===== src/rtl/soc_pkg.sv =====
package soc_pkg;

	// ======================================================================
	// Bus widths and address map
	// ======================================================================

	localparam int DATA_WIDTH = 32;
	localparam int ADDR_WIDTH = 32;

	// Region codes live in address bits 31:28
	localparam logic [3:0] REGION_ROM   = 4'h0;
	localparam logic [3:0] REGION_RAM   = 4'h1;
	localparam logic [3:0] REGION_TIMER = 4'hA;

	// Memory sizes in words, offsets beyond these alias
	localparam int ROM_WORDS = 16;
	localparam int RAM_WORDS = 256;

	// ======================================================================
	// Machine timer
	// ======================================================================

	localparam int TIMER_WIDTH        = 64;
	localparam int TIMER_TICK_DIVIDER = 4;

	localparam logic [2:0] TIMER_REG_TIME_LO = 3'd0;
	localparam logic [2:0] TIMER_REG_TIME_HI = 3'd1;
	localparam logic [2:0] TIMER_REG_CMP_LO  = 3'd2;
	localparam logic [2:0] TIMER_REG_CMP_HI  = 3'd3;

	// Bus controller state encoding
	localparam logic [1:0] BUS_STATE_IDLE    = 2'd0;
	localparam logic [1:0] BUS_STATE_STROBE  = 2'd1;
	localparam logic [1:0] BUS_STATE_WAIT    = 2'd2;
	localparam logic [1:0] BUS_STATE_RESPOND = 2'd3;

	// Same address word seen by the decoder and by the targets
	typedef union packed {
		struct packed {
			logic [3:0]            region;
			logic [ADDR_WIDTH-5:0] offset;
		} region_view;
		struct packed {
			logic [ADDR_WIDTH-3:0] word;
			logic [1:0]            lane;
		} word_view;
	} bus_address_t;

endpackage

===== src/rtl/bus_controller.sv =====
module bus_controller (
	input  logic                            clock,
	input  logic                            i_reset,

	// Master side
	input  logic                            i_request,
	input  logic                            i_rw,
	input  soc_pkg::bus_address_t           i_address,
	input  logic [soc_pkg::DATA_WIDTH-1:0]  i_wdata,
	output logic [soc_pkg::DATA_WIDTH-1:0]  o_rdata,
	output logic                            o_ready,
	output logic                            o_fault,

	// Target side
	output logic                            o_target_rw,
	output soc_pkg::bus_address_t           o_target_address,
	output logic [soc_pkg::DATA_WIDTH-1:0]  o_target_wdata,
	output logic                            o_rom_request,
	output logic                            o_ram_request,
	output logic                            o_timer_request,
	input  logic                            i_rom_ready,
	input  logic [soc_pkg::DATA_WIDTH-1:0]  i_rom_rdata,
	input  logic                            i_ram_ready,
	input  logic [soc_pkg::DATA_WIDTH-1:0]  i_ram_rdata,
	input  logic                            i_timer_ready,
	input  logic [soc_pkg::DATA_WIDTH-1:0]  i_timer_rdata
);

	logic [1:0] state;

	// Region decode of the latched address
	logic sel_rom;
	logic sel_ram;
	logic sel_timer;
	logic sel_none;

	// Internal stand-in target for unmapped regions
	logic fault_strobe;
	logic fault_ack;

	logic                           target_done;
	logic [soc_pkg::DATA_WIDTH-1:0] response_data;

	always_comb begin
		sel_rom   = o_target_address.region_view.region == soc_pkg::REGION_ROM;
		sel_ram   = o_target_address.region_view.region == soc_pkg::REGION_RAM;
		sel_timer = o_target_address.region_view.region == soc_pkg::REGION_TIMER;
		sel_none  = !(sel_rom || sel_ram || sel_timer);
	end

	assign target_done = i_rom_ready | i_ram_ready | i_timer_ready | fault_ack;

	// Only one target answers, fault path leaves data at zero
	always_comb begin
		if (i_rom_ready) begin
			response_data = i_rom_rdata;
		end else if (i_ram_ready) begin
			response_data = i_ram_rdata;
		end else if (i_timer_ready) begin
			response_data = i_timer_rdata;
		end else begin
			response_data = '0;
		end
	end

	// ======================================================================
	// Transaction FSM
	// ======================================================================

	always_ff @(posedge clock) begin
		if (i_reset) begin
			state           <= soc_pkg::BUS_STATE_IDLE;
			o_ready         <= 1'b0;
			o_fault         <= 1'b0;
			o_rom_request   <= 1'b0;
			o_ram_request   <= 1'b0;
			o_timer_request <= 1'b0;
			fault_strobe    <= 1'b0;
			fault_ack       <= 1'b0;
		end else begin
			// Strobes and response flags last one cycle
			o_rom_request   <= 1'b0;
			o_ram_request   <= 1'b0;
			o_timer_request <= 1'b0;
			fault_strobe    <= 1'b0;
			o_ready         <= 1'b0;
			o_fault         <= 1'b0;
			fault_ack       <= fault_strobe;

			case (state)
				soc_pkg::BUS_STATE_IDLE: begin
					if (i_request) begin
						state <= soc_pkg::BUS_STATE_STROBE;
					end
				end
				soc_pkg::BUS_STATE_STROBE: begin
					o_rom_request   <= sel_rom;
					o_ram_request   <= sel_ram;
					o_timer_request <= sel_timer;
					fault_strobe    <= sel_none;
					state           <= soc_pkg::BUS_STATE_WAIT;
				end
				soc_pkg::BUS_STATE_WAIT: begin
					if (target_done) begin
						o_ready <= 1'b1;
						o_fault <= fault_ack;
						state   <= soc_pkg::BUS_STATE_RESPOND;
					end
				end
				default: begin
					// Respond cycle, back to idle
					state <= soc_pkg::BUS_STATE_IDLE;
				end
			endcase
		end
	end

	// Request and response payload
	always_ff @(posedge clock) begin
		if (state == soc_pkg::BUS_STATE_IDLE && i_request) begin
			o_target_rw      <= i_rw;
			o_target_address <= i_address;
			o_target_wdata   <= i_wdata;
		end
		if (state == soc_pkg::BUS_STATE_WAIT && target_done) begin
			o_rdata <= response_data;
		end
	end

endmodule


===== config.mk =====
export PLATFORM = sky130hd
export DESIGN_NAME = bus_controller
export DESIGN_NICKNAME = d
export VERILOG_FILES = /design/src/rtl/soc_pkg.sv /design/src/rtl/bus_controller.sv
export SDC_FILE = /design/constraint.sdc
export NUM_CORES = 1
export LEC_CHECK = 0
export BUFFER_PORTS_ARGS = -buffer_cell sky130_fd_sc_hd__buf_4
export CAP_MARGIN = 5
export CORE_ASPECT_RATIO = 0.9
export CORE_MARGIN = 3
export CORE_UTILIZATION = 41
export DETAILED_ROUTE_END_ITERATION = 10
export HOLD_SLACK_MARGIN = 0.03
export PLACE_DENSITY_LB_ADDON = 0.05
export SLEW_MARGIN = 20
export SYNTH_ARGS = -nofsm -noshare
export SYNTH_HDL_FRONTEND = slang
export SYNTH_SLANG_ARGS = --single-unit

===== constraint.sdc =====
create_clock -name clock -period 3.1 [get_ports clock]
set_input_delay 0.62 -clock clock [delete_from_list [all_inputs] [get_ports clock]]
set_output_delay 0.62 -clock clock [all_outputs]
set_load 0.1 [all_outputs]

[After elaboration in Yosys (flattened, before gate mapping)]
Cells that the tools add are included.
Word-level totals
  memories kept: 0
  output and inout port bits: 102
  bits in read-only memories: 0
  register bits: 106
  memory bits (writable): 0
  word-level logic and storage cells: 42
  bits in latches: 0
Cells by class
  shift operators: 0
  multiplexer cells: 7
  reductions and logical operators: 11
  div/mod/pow operators: 0
  bitwise gates (word level): 6
  equal/unequal tests: 6
  order comparisons: 0
  multiply operators: 0
  add/subtract/negate cells: 0
Operators with widths (number)
  32-bit 2-to-1 mux: 3
  2-bit case mux with 3 select lines: 1
  4-bit by 1-bit equality test with 1-bit output, second input constant: 1
  4-bit equality test, second input constant: 1
  4-bit logical NOT: 1
  2-bit 2-to-1 mux: 2
  2-bit inequality test, second input constant: 2
  2-bit OR reduction: 2
  1-bit NOT: 3
  1-bit bitwise OR: 3
  3-bit OR reduction: 1
  2-bit by 1-bit equality test with 1-bit output, second input constant: 1
  2-bit equality test, second input constant: 1
  1-bit logical AND: 2
  2-bit logical NOT: 1
  1-bit logical OR: 2
  2-bit AND reduction: 1
  1-bit logical NOT: 1
  1-bit 2-to-1 mux: 1

[Longest topological paths before layout]
Gate-level depths: netlist (run 1).
  depth in word-level cells: 5
  depth in mapped cells: 5
  gate-level depth less buffers: 5

[Worst setup path before layout (run 1)]
No wires, ideal clock.
  path kind: input-to-reg
  from: in i_request
  to: reg o_target_address[0] (netlist name) (enable)
  path buffers: 0
  stages: 1
  data arrival time: 2.149 ns
  slack: 0.521 ns
  data required time: 2.670 ns
  library setup time: 0.430 ns
  path through: and2_1
On the way
  cells in the longest elaborated chain, start to end: 1
Ends and longest elaborated chain
  from (decl): RTL line bus_controller.sv:6  | input logic i_request,
  1-bit logical AND: RTL line bus_controller.sv:120  | if (state == soc_pkg::BUS_STATE_IDLE && i_request) begin
  to (signal assigned): RTL line bus_controller.sv:122  | o_target_address <= i_address;
  to (decl): RTL line bus_controller.sv:16  | output soc_pkg::bus_address_t o_target_address,
No other way between the ends.
A chain may end at the register's enable or synchronous reset.

[Worst setup path in the final report (run 1)]
  from: reg state[0]
  to: reg o_target_address[6] (netlist name) (enable)
On the way
  cells in the longest elaborated chain, start to end: 2
Ends and longest elaborated chain
  from (decl): RTL line bus_controller.sv:29  | logic [1:0] state;
  from (signal assigned): RTL line bus_controller.sv:72  | state <= soc_pkg::BUS_STATE_IDLE;
  from (signal assigned): RTL line bus_controller.sv:93  | state <= soc_pkg::BUS_STATE_STROBE;
  from (signal assigned): RTL line bus_controller.sv:101  | state <= soc_pkg::BUS_STATE_WAIT;
  2-bit logical NOT: RTL line bus_controller.sv:120
  1-bit logical AND: RTL line bus_controller.sv:120
No other way between the ends.

==> results.py, run 1 <==
metrics = {
    "placed_design": {
        "gp_congestion": 0.774,
        "portBuffers": 268,
        "place_hpwl_mm": 8.54,
        "place_area_mm2": 0.00604,
    },
    "power_and_ir_drop": {
        "seq_power_share_pct": 34.5,
        "p_comb_share_pct": 50.0,
        "power.switching_w": 0.00304,
        "p_leak_nw": 2.68,
        "pwr-share-clk_pct": 15.4,
        "peakVddDrop_uv": 532,
        "p_int_w": 0.00302,
        "power_per_cell_area_mw_per_mm2": 967,
        "swShare_pct": 50.1,
    },
    "yosys": {
        "ys.flop_type": "edfxtp_1",
        "yosys.area_share.xor_xnor_pct": 0,
        "synth_top_family_by_area": "compound AO/OA/AOI/OAI gates",
        "synth_edf_count": 97,
        "netlist_instances": 248,
        "avgSynthCellArea_um2": 15.8,
        "netlist_area_mm2": 0.00391,
        "ys_ff_latch": 106,
        "synth-simple-area-share_pct": 6.56,
        "ys_seq_area_share_pct": 79.2,
        "synth_warnings": 0,
        "syn_nets": 418,
        "yosysUniqueCellTypes": 26,
        "async_reset_ff_share_pct": 0,
        "synth-adder-area-share_pct": 0.961,
        "synth_mux_area_share_pct": 0,
        "synth-compound-area-share_pct": 11.2,
    },
    "floorplanning": {
        "io_pins": 269,
        "start_util_pct": 42.4,
        "dieArea_mm2": 0.0107,
        "die_h_um": 98.6,
        "coreArea_mm2": 0.00921,
        "rows": 33,
        "die_w_um": 109,
    },
    "detailed_routing": {
        "detail-route-antenna-nets": 0,
        "wl_mm": 11.2,
        "vias": 3109,
        "vias_per_cell": 4.84,
        "firstDrtPassIters": 6,
        "drtIter0Drc": 113,
        "drt-wirelength-per-cell_um": 17.4,
        "drt_drc_violations_left": 0,
    },
    "global_route": {
        "grt_pass1_vias": 3068,
        "grt.overflow.total": 0,
        "antenna_found_initial": 0,
        "grt_pass1_wl_mm": 16.3,
        "track_usage_pct": 20.2,
        "grt_max_degree": 66,
    },
    "cts": {
        "cts_tree": "built",
        "h-tree-depth": 3,
        "post-cts-setup-buffer-count": 0,
        "clk_latency_ns": 0.36,
        "clk_pin_slew_ns": 0.10,
        "clk_path_buf_depth": 2,
        "clock_sinks": 106,
        "cts_made_buffers": 9,
        "cts-hold-fix-buffers": 0,
        "cts_root_buf": "clkbuf_8",
        "cts.repair.resized": 0,
    },
    "worst_setup_path": {
        "cp.required_ns": 3.09,
        "crit_fanout": 65,
        "end_kind": "flop",
        "crit_arrival_ns": 1.78,
        "critPathLaunchType": "flop",
        "crit_type": "reg -> reg",
    },
    "flow_run": {
        "maxCapViolations": 0,
    },
    "final_layout": {
        "stdcell_area_mm2": 0.00626,
        "num-fill-cells": 675,
        "drive_above_1_share_pct": 55.9,
        "layout_commonest_cell": "buf_4",
        "finalNetCount": 686,
        "diodes": 0,
        "area_growth_pct": 60.3,
        "mostFrequentLayoutCells": "buf_4, edfxtp_1, nand2_1, o21ai_0, a22oi_1",
    },
    "sta": {
        "fmax_mhz": 560,
        "finalMaxSlewViolations": 0,
        "rsz0062_at_grt": "false",
        "worst_slew_pin_slew_ns": 0.809,
        "relSlewSlack_pct": 46.1,
        "setup_viol": 0,
        "finClkSkew_ns": 0.0106,
        "setup_tns_ns": 0,
        "period_share_pct": 57.6,
        "hold_viol": 0,
        "post-route-min-period_ns": 1.79,
    },
    "outcome": {
        "status": "complete, no violations",
    },
    "worst_hold_path": {
        "min_path_type": "in -> reg",
    },
}
-- power by group through the flow --
stage	Combinational, W	Clock [W]	Sequential, W
2_1_floorplan	0.000287	0	0.00417
3_3_place_gp	0.00303	0	0.00212
3_5_place_dp	0.00305	0	0.00213
4_1_cts	0.00305	0.000959	0.00210
5_1_grt	0.00313	0.00102	0.00213
6_report	0.00303	0.000936	0.00209
-- registers in the layout, summed over array words and instances (netlist names), 2 cells and up --
register          count
o_rdata              32
o_target_address     32
o_target_wdata       32
state                 2
-- metal layers --
metal / wire, um / vias to the layer above / GRT usage, %
met3: 1040 / 24 / 5.37
li1: - / 1486 / -
met4: 318 / 0 / 7.86
met5: 0 / - / 0
met1: 3800 / 1439 / 21.9
met2: 6050 / 160 / 37.2
-- path summary, 6_finish.rpt --
path,endpoint,slack [ns],depth (start not counted),startpoint
min,o_target_wdata[9],0.43,1,i_wdata[9]
max reg2reg,o_target_address[6],1.31,4,state[0]
min reg2reg,fault_ack,0.44,1,fault_strobe
max,o_target_address[6],1.31,4,state[0]
-- layout make-up --
| class | instances | area, um^2 | area share, % |
|---|---|---|---|
| Tap cell | 122 | 153 | 2.44 |
| Clock buffer | 10 | 128 | 2.04 |
| Multi-Input combinational cell | 123 | 739 | 11.8 |
| Inverter | 5 | 18.8 | 0.300 |
| Timing Repair Buffer | 271 | 2030 | 32.5 |
| Clock inverter | 6 | 96.3 | 1.54 |
| Sequential cell | 106 | 3090 | 49.4 |
-- metrics by stage --
step                      instances  hold WS (ns)  worst slack (ns)  util (%)  power (W)
final                           643         0.429              1.31      68.0    0.00606
after global routing            643         0.399              1.17      68.0    0.00627
after CTS                       643         0.412              1.31      68.0    0.00610
after detailed placement        627         0.436              1.06      65.6    0.00517
after global placement          627         0.426             0.731      65.5    0.00514
after floorplan                 248         0.414             0.521         -    0.00446
-- cells by family (layout without fill, tap and decap cells) --
| family | Yosys count | count (layout) |
|---|---|---|
| flops | 106 | 106 |
| buf+inv | 19 | 292 |
| compound gates | 69 | 69 |
| simple gates | 51 | 51 |
| fa+ha+maj | 3 | 3 |
-- critical path, stage by stage (launching register included) --
cell and delay [ns]:
dfxtp_1 0.34, inv_1 0.09, ha_1 0.19, and2_2 0.14, buf_4 0.59
-- synthesized netlist by cell type, drive strengths merged (3+ instances only) --
master | n | share of area [%]
a22oi | 30 | 5.8
clkbuf | 9 | 0.86
buf | 5 | 0.80
nor2b | 3 | 0.48
o21ai | 32 | 4.1
ha | 3 | 0.96
edfxtp | 97 | 75
a21oi | 4 | 0.51
inv | 5 | 0.48
nand2 | 33 | 3.2
dfxtp | 9 | 4.6
Power figures use the tool's default switching activity.
==> run 2, diff against run 1 <==
Settings changed: CORE_UTILIZATION 41 to 37.
Clock period 3.1 ns to 1.58 ns, I/O delays scaled along.
==> run 2 against run 1 <==
Total power is 100% higher. Global-route usage is 2.1 points lower. Clock skew is 0.0056 ns lower. Sequential share of layout area is 1.3 points lower. Critical path type unchanged.
==> results.py, run 2 (synthesized netlist as in run 1, its figures left out) <==
metrics = {
    "sta": {
        "worst_slack_ns": 0.135,
        "post-route-min-period_ns": 1.45,
        "setup_viol": 0,
        "finalMaxSlewViolations": 0,
        "whs_ns": 0.154,
        "relSlewSlack_pct": 80.4,
        "setup_tns_ns": 0,
        "rsz0062_at_grt": "false",
        "period_share_pct": 91.5,
        "finClkSkew_ns": 0.00495,
        "hold_viol": 0,
        "worst_slew_pin_slew_ns": 0.297,
        "fmax_mhz": 692,
    },
    "global_route": {
        "grt_pass1_vias": 3052,
        "grt_max_degree": 65,
        "antenna_found_initial": 0,
        "grt_pass1_wl_mm": 16.1,
        "grt.overflow.total": 0,
        "track_usage_pct": 18.1,
    },
    "floorplanning": {
        "io_pins": 269,
        "start_util_pct": 39.1,
        "coreArea_mm2": 0.0100,
        "die_w_um": 114,
        "die_h_um": 103,
        "rows": 34,
        "dieArea_mm2": 0.0118,
    },
    "worst_setup_path": {
        "end_kind": "flop",
        "cp.required_ns": 1.61,
        "crit_fanout": 32,
        "crit_type": "reg -> reg",
        "crit_arrival_ns": 1.48,
        "ff2ff_path_depth": 3,
        "critPathLaunchType": "flop",
    },
    "power_and_ir_drop": {
        "power_per_cell_area_mw_per_mm2": 1900,
        "peakVddDrop_uv": 1440,
        "power.total_w": 0.0122,
        "p_leak_nw": 2.76,
    },
    "cts": {
        "h-tree-depth": 3,
        "clk_path_buf_depth": 2,
        "clk_latency_ns": 0.33,
        "cts_root_buf": "clkbuf_16",
        "clock_sinks": 106,
        "cts_made_buffers": 9,
        "cts_tree": "built",
        "clk_pin_slew_ns": 0.07,
    },
    "flow_run": {
        "maxCapViolations": 0,
    },
    "placed_design": {
        "gp_congestion": 0.732,
        "portBuffers": 268,
        "pre_cts_ws_ns": 0.149,
        "place_hpwl_mm": 8.85,
        "place_area_mm2": 0.00617,
    },
    "final_layout": {
        "num-fill-cells": 784,
        "layout_commonest_cell": "buf_4",
        "stdcell_area_mm2": 0.00644,
        "drive_above_1_share_pct": 56.6,
        "area_growth_pct": 64.7,
        "regArea_mm2": 0.00309,
        "multi_input_area_um2": 742,
        "largestRegisters": "o_rdata: 32 flops, o_target_address: 32 flops, o_target_wdata: 32 flops",
        "mostFrequentLayoutCells": "buf_4, edfxtp_1, nand2_1, o21ai_0, a22oi_1",
        "finalNetCount": 693,
        "diodes": 0,
    },
    "detailed_routing": {
        "vias_per_cell": 4.70,
        "vias": 3073,
        "firstDrtPassIters": 4,
        "drtIter0Drc": 132,
        "drt_drc_violations_left": 0,
        "drt-wirelength-per-cell_um": 17.2,
        "wl_mm": 11.3,
        "detail-route-antenna-nets": 0,
    },
    "outcome": {
        "status": "complete, no violations",
    },
    "worst_hold_path": {
        "min_path_type": "in -> reg",
        "hold_path_depth": 1,
    },
}
## run 2: worst paths after layout
kind	startpoint	slack (ns)	endpoint
worst min register to register	fault_strobe	0.45	fault_ack
worst max-delay path	state[1]	0.13	o_rdata[12]
worst min-delay path	i_address[4]	0.15	o_target_address[4]
worst max register to register	state[1]	0.13	o_rdata[12]
## run 2: what timing repair did
item,4_1_cts,5_1_grt
gates resized for setup,0,1
setup buffers,0,0
hold buffers,0,0
endpoints found under the setup margin,0,1
## run 2: layer usage
| layer | track usage [%] | routed length, um | vias up |
|---|---|---|---|
| met4 | 6.21 | 238 | 0 |
| met3 | 7.16 | 1120 | 18 |
| met5 | 0 | 0 | - |
| met2 | 32.6 | 6000 | 145 |
| met1 | 19.7 | 3910 | 1409 |
| li1 | - | - | 1501 |
## run 2: per-stage QoR
step | std cells | utilization [%]
after detailed placement | 638 | 61.7
final | 654 | 64.4
after global routing | 654 | 64.4
after global placement | 638 | 61.7
after floorplan | 248 | -
after CTS | 654 | 64.3
## run 2: worst max-delay path: stages (launching register included)
cell and delay (ns):
dfxtp_1 0.39, ha_1 0.32, and2b_2 0.21, buf_12 0.21
## run 2: final cells by class
cell class | count | share of cell area [%]
Sequential cell | 106 | 48.1
Inverter | 5 | 0.292
Tap cell | 126 | 2.45
Multi-Input combinational cell | 123 | 11.5
Clock inverter | 6 | 0.525
Timing Repair Buffer | 278 | 33.6
Clock buffer | 10 | 3.56
## run 2: power breakdown
group | switching (W) | internal (W)
clock | 0.000918 | 0.00105
sequential | 0.000193 | 0.00390
combinational | 0.00489 | 0.00128
total | 0.00600 | 0.00623
==> run 3, diff against run 2 <==
Settings changed: CORE_MARGIN 3 to not set, CORE_UTILIZATION 37 to 35.
==> run 3 against run 2 <==
Sequential power is essentially flat. Maximum frequency increased by 0.54%. Final cell count up 3.7%. Largest power group unchanged. Largest cell class unchanged.
==> results.py, run 3 (synthesized netlist as in run 1, its figures left out) <==
metrics = {
    "detailed_routing": {
        "drt_drc_violations_left": 0,
        "vias": 3112,
        "detail-route-antenna-nets": 0,
        "firstDrtPassIters": 5,
        "vias_per_cell": 4.59,
        "wl_mm": 11.1,
        "drtIter0Drc": 234,
        "drt-wirelength-per-cell_um": 16.4,
    },
    "flow_run": {
        "maxCapViolations": 0,
    },
    "sta": {
        "fmax_mhz": 696,
        "hold_viol": 0,
        "relSlewSlack_pct": 47.7,
        "worst_slew_pin_slew_ns": 0.783,
        "setup_tns_ns": 0,
        "finalMaxSlewViolations": 0,
        "post-route-min-period_ns": 1.44,
        "period_share_pct": 91.0,
        "rsz0062_at_grt": "false",
        "setup_viol": 0,
        "finClkSkew_ns": 0.00498,
    },
    "worst_setup_path": {
        "cpLargestDelayFamily": "flip-flops",
        "slowest_delay_ns": 0.33,
        "rrSetupSlack_ns": 0.14,
        "cp.required_ns": 1.62,
        "path_cells": "inv_1 -> ha_1 -> and2b_2 -> buf_12",
        "r2r_start": "state[0]",
        "critPathLaunchType": "flop",
        "ff2ff_path_depth": 4,
        "end_kind": "flop",
        "crit_type": "reg -> reg",
        "slowest_stage": "dfxtp_1",
        "r2r_end": "o_rdata[13]",
        "crit_arrival_ns": 1.47,
        "crit_fanout": 32,
        "crit_buf_inv": 2,
    },
    "worst_hold_path": {
        "min_to": "o_target_wdata[27]",
        "hold_path_depth": 1,
        "min_path_type": "in -> reg",
        "hold_start": "i_wdata[27]",
    },
    "global_route": {
        "track_usage_pct": 18.4,
        "grt_pass1_wl_mm": 15.8,
        "grt_max_degree": 65,
        "grt_pass1_vias": 2759,
        "grt.overflow.total": 0,
        "antenna_found_initial": 0,
    },
    "placed_design": {
        "gp_congestion": 0.723,
        "place_area_mm2": 0.00617,
        "portBuffers": 268,
        "place_hpwl_mm": 8.29,
    },
    "final_layout": {
        "stdcell_area_mm2": 0.00645,
        "area_growth_pct": 65.1,
        "finalNetCount": 691,
        "diodes": 0,
        "largestRegisters": "o_rdata: 32 flops, o_target_address: 32 flops, o_target_wdata: 32 flops",
        "layout_commonest_cell": "buf_4",
        "mostFrequentLayoutCells": "buf_4, edfxtp_1, nand2_1, o21ai_0, a22oi_1",
        "drive_above_1_share_pct": 56.7,
    },
    "cts": {
        "cts.repair.resized": 0,
        "clk_pin_slew_ns": 0.07,
        "cts_made_buffers": 9,
        "cts_tree": "built",
        "cts-hold-fix-buffers": 0,
        "post-cts-setup-buffer-count": 0,
        "h-tree-depth": 3,
        "clk_latency_ns": 0.34,
        "clk_path_buf_depth": 2,
        "cts_root_buf": "clkbuf_16",
        "clock_sinks": 106,
    },
    "power_and_ir_drop": {
        "p_comb_share_pct": 49.9,
        "swShare_pct": 49.3,
        "p_int_w": 0.00624,
        "power_per_cell_area_mw_per_mm2": 1910,
        "power.switching_w": 0.00608,
        "seq_power_share_pct": 33.2,
        "pwr-share-clk_pct": 16.9,
        "p_leak_nw": 2.75,
        "peakVddDrop_uv": 807,
    },
    "floorplanning": {
        "coreArea_mm2": 0.0109,
        "rows": 36,
        "dieArea_mm2": 0.0116,
        "die_w_um": 113,
        "die_h_um": 102,
        "io_pins": 269,
        "start_util_pct": 36.0,
    },
    "outcome": {
        "status": "complete, no violations",
    },
}
==> run 3: cell types whose count changed in the layout (fill, tap and decap cells not counted), sizes merged <==
cell	delta
clkinvlp	-1
buf	-2
inv	+2
clkbuf	-1
==> run 3: worst max path at each step <==
stage                              start           end  slack [ns]  cells past startpoint
global placement             i_ram_ready    o_rdata[6]       -0.37                      4
floorplan           o_target_address[29]  fault_strobe        0.05                      3
global route                    state[0]      state[1]        0.04                      5
finish                          state[0]   o_rdata[13]        0.14                      4
CTS                             state[1]      state[1]        0.16                      5
detailed placement           i_ram_ready   o_rdata[16]       -0.10                      5
==> run 3: per-stage QoR <==
step                      setup slack [ns]  util, %  total power, W  cells  hold slack, ns
after global routing                0.0364     59.4          0.0127    678           0.131
after CTS                            0.157     59.4          0.0124    678           0.136
after global placement              -0.367     56.8          0.0103    662           0.429
after detailed placement            -0.102     56.8          0.0103    662           0.425
final                                0.143     59.4          0.0123    678           0.150
after floorplan                     0.0480        -         0.00873    248           0.388
==> run 3: area by class of cell <==
| class | instances | area, um^2 |
|---|---|---|
| timing repair buffer | 276 | 2120 |
| clock inverter | 7 | 53.8 |
| clock buffer | 9 | 225 |
| multi-input combinational | 123 | 747 |
| tap | 152 | 190 |
| inverter | 5 | 18.8 |
| sequential | 106 | 3090 |
| fill | 899 | 4410 |
==> run 3: metal layers <==
metal | routed length [um] | part of all wire, % | track usage (%)
met2 | 5870 | 53 | 32.7
met1 | 4090 | 37 | 21.0
met3 | 1010 | 9.1 | 6.58
met5 | 0 | 0 | 0
met4 | 134 | 1.2 | 5.36
==> run 3: power groups by stage <==
| stage | logic (W) | registers (W) | clock network, W |
|---|---|---|---|
| global placement | 0.00615 | 0.00413 | 0 |
| floorplan | 0.000578 | 0.00815 | 0 |
| CTS | 0.00617 | 0.00409 | 0.00216 |
| detailed placement | 0.00617 | 0.00415 | 0 |
| finish | 0.00615 | 0.00409 | 0.00208 |
| global route | 0.00632 | 0.00415 | 0.00225 |
==> run 3: worst reg2reg max path: cells and delay by family, from the launching register on <==
kind | cells | cell delay [ns]
buf+inv | 2 | 0.30
fa+ha+maj | 1 | 0.29
flops | 1 | 0.33
simple gates | 1 | 0.21
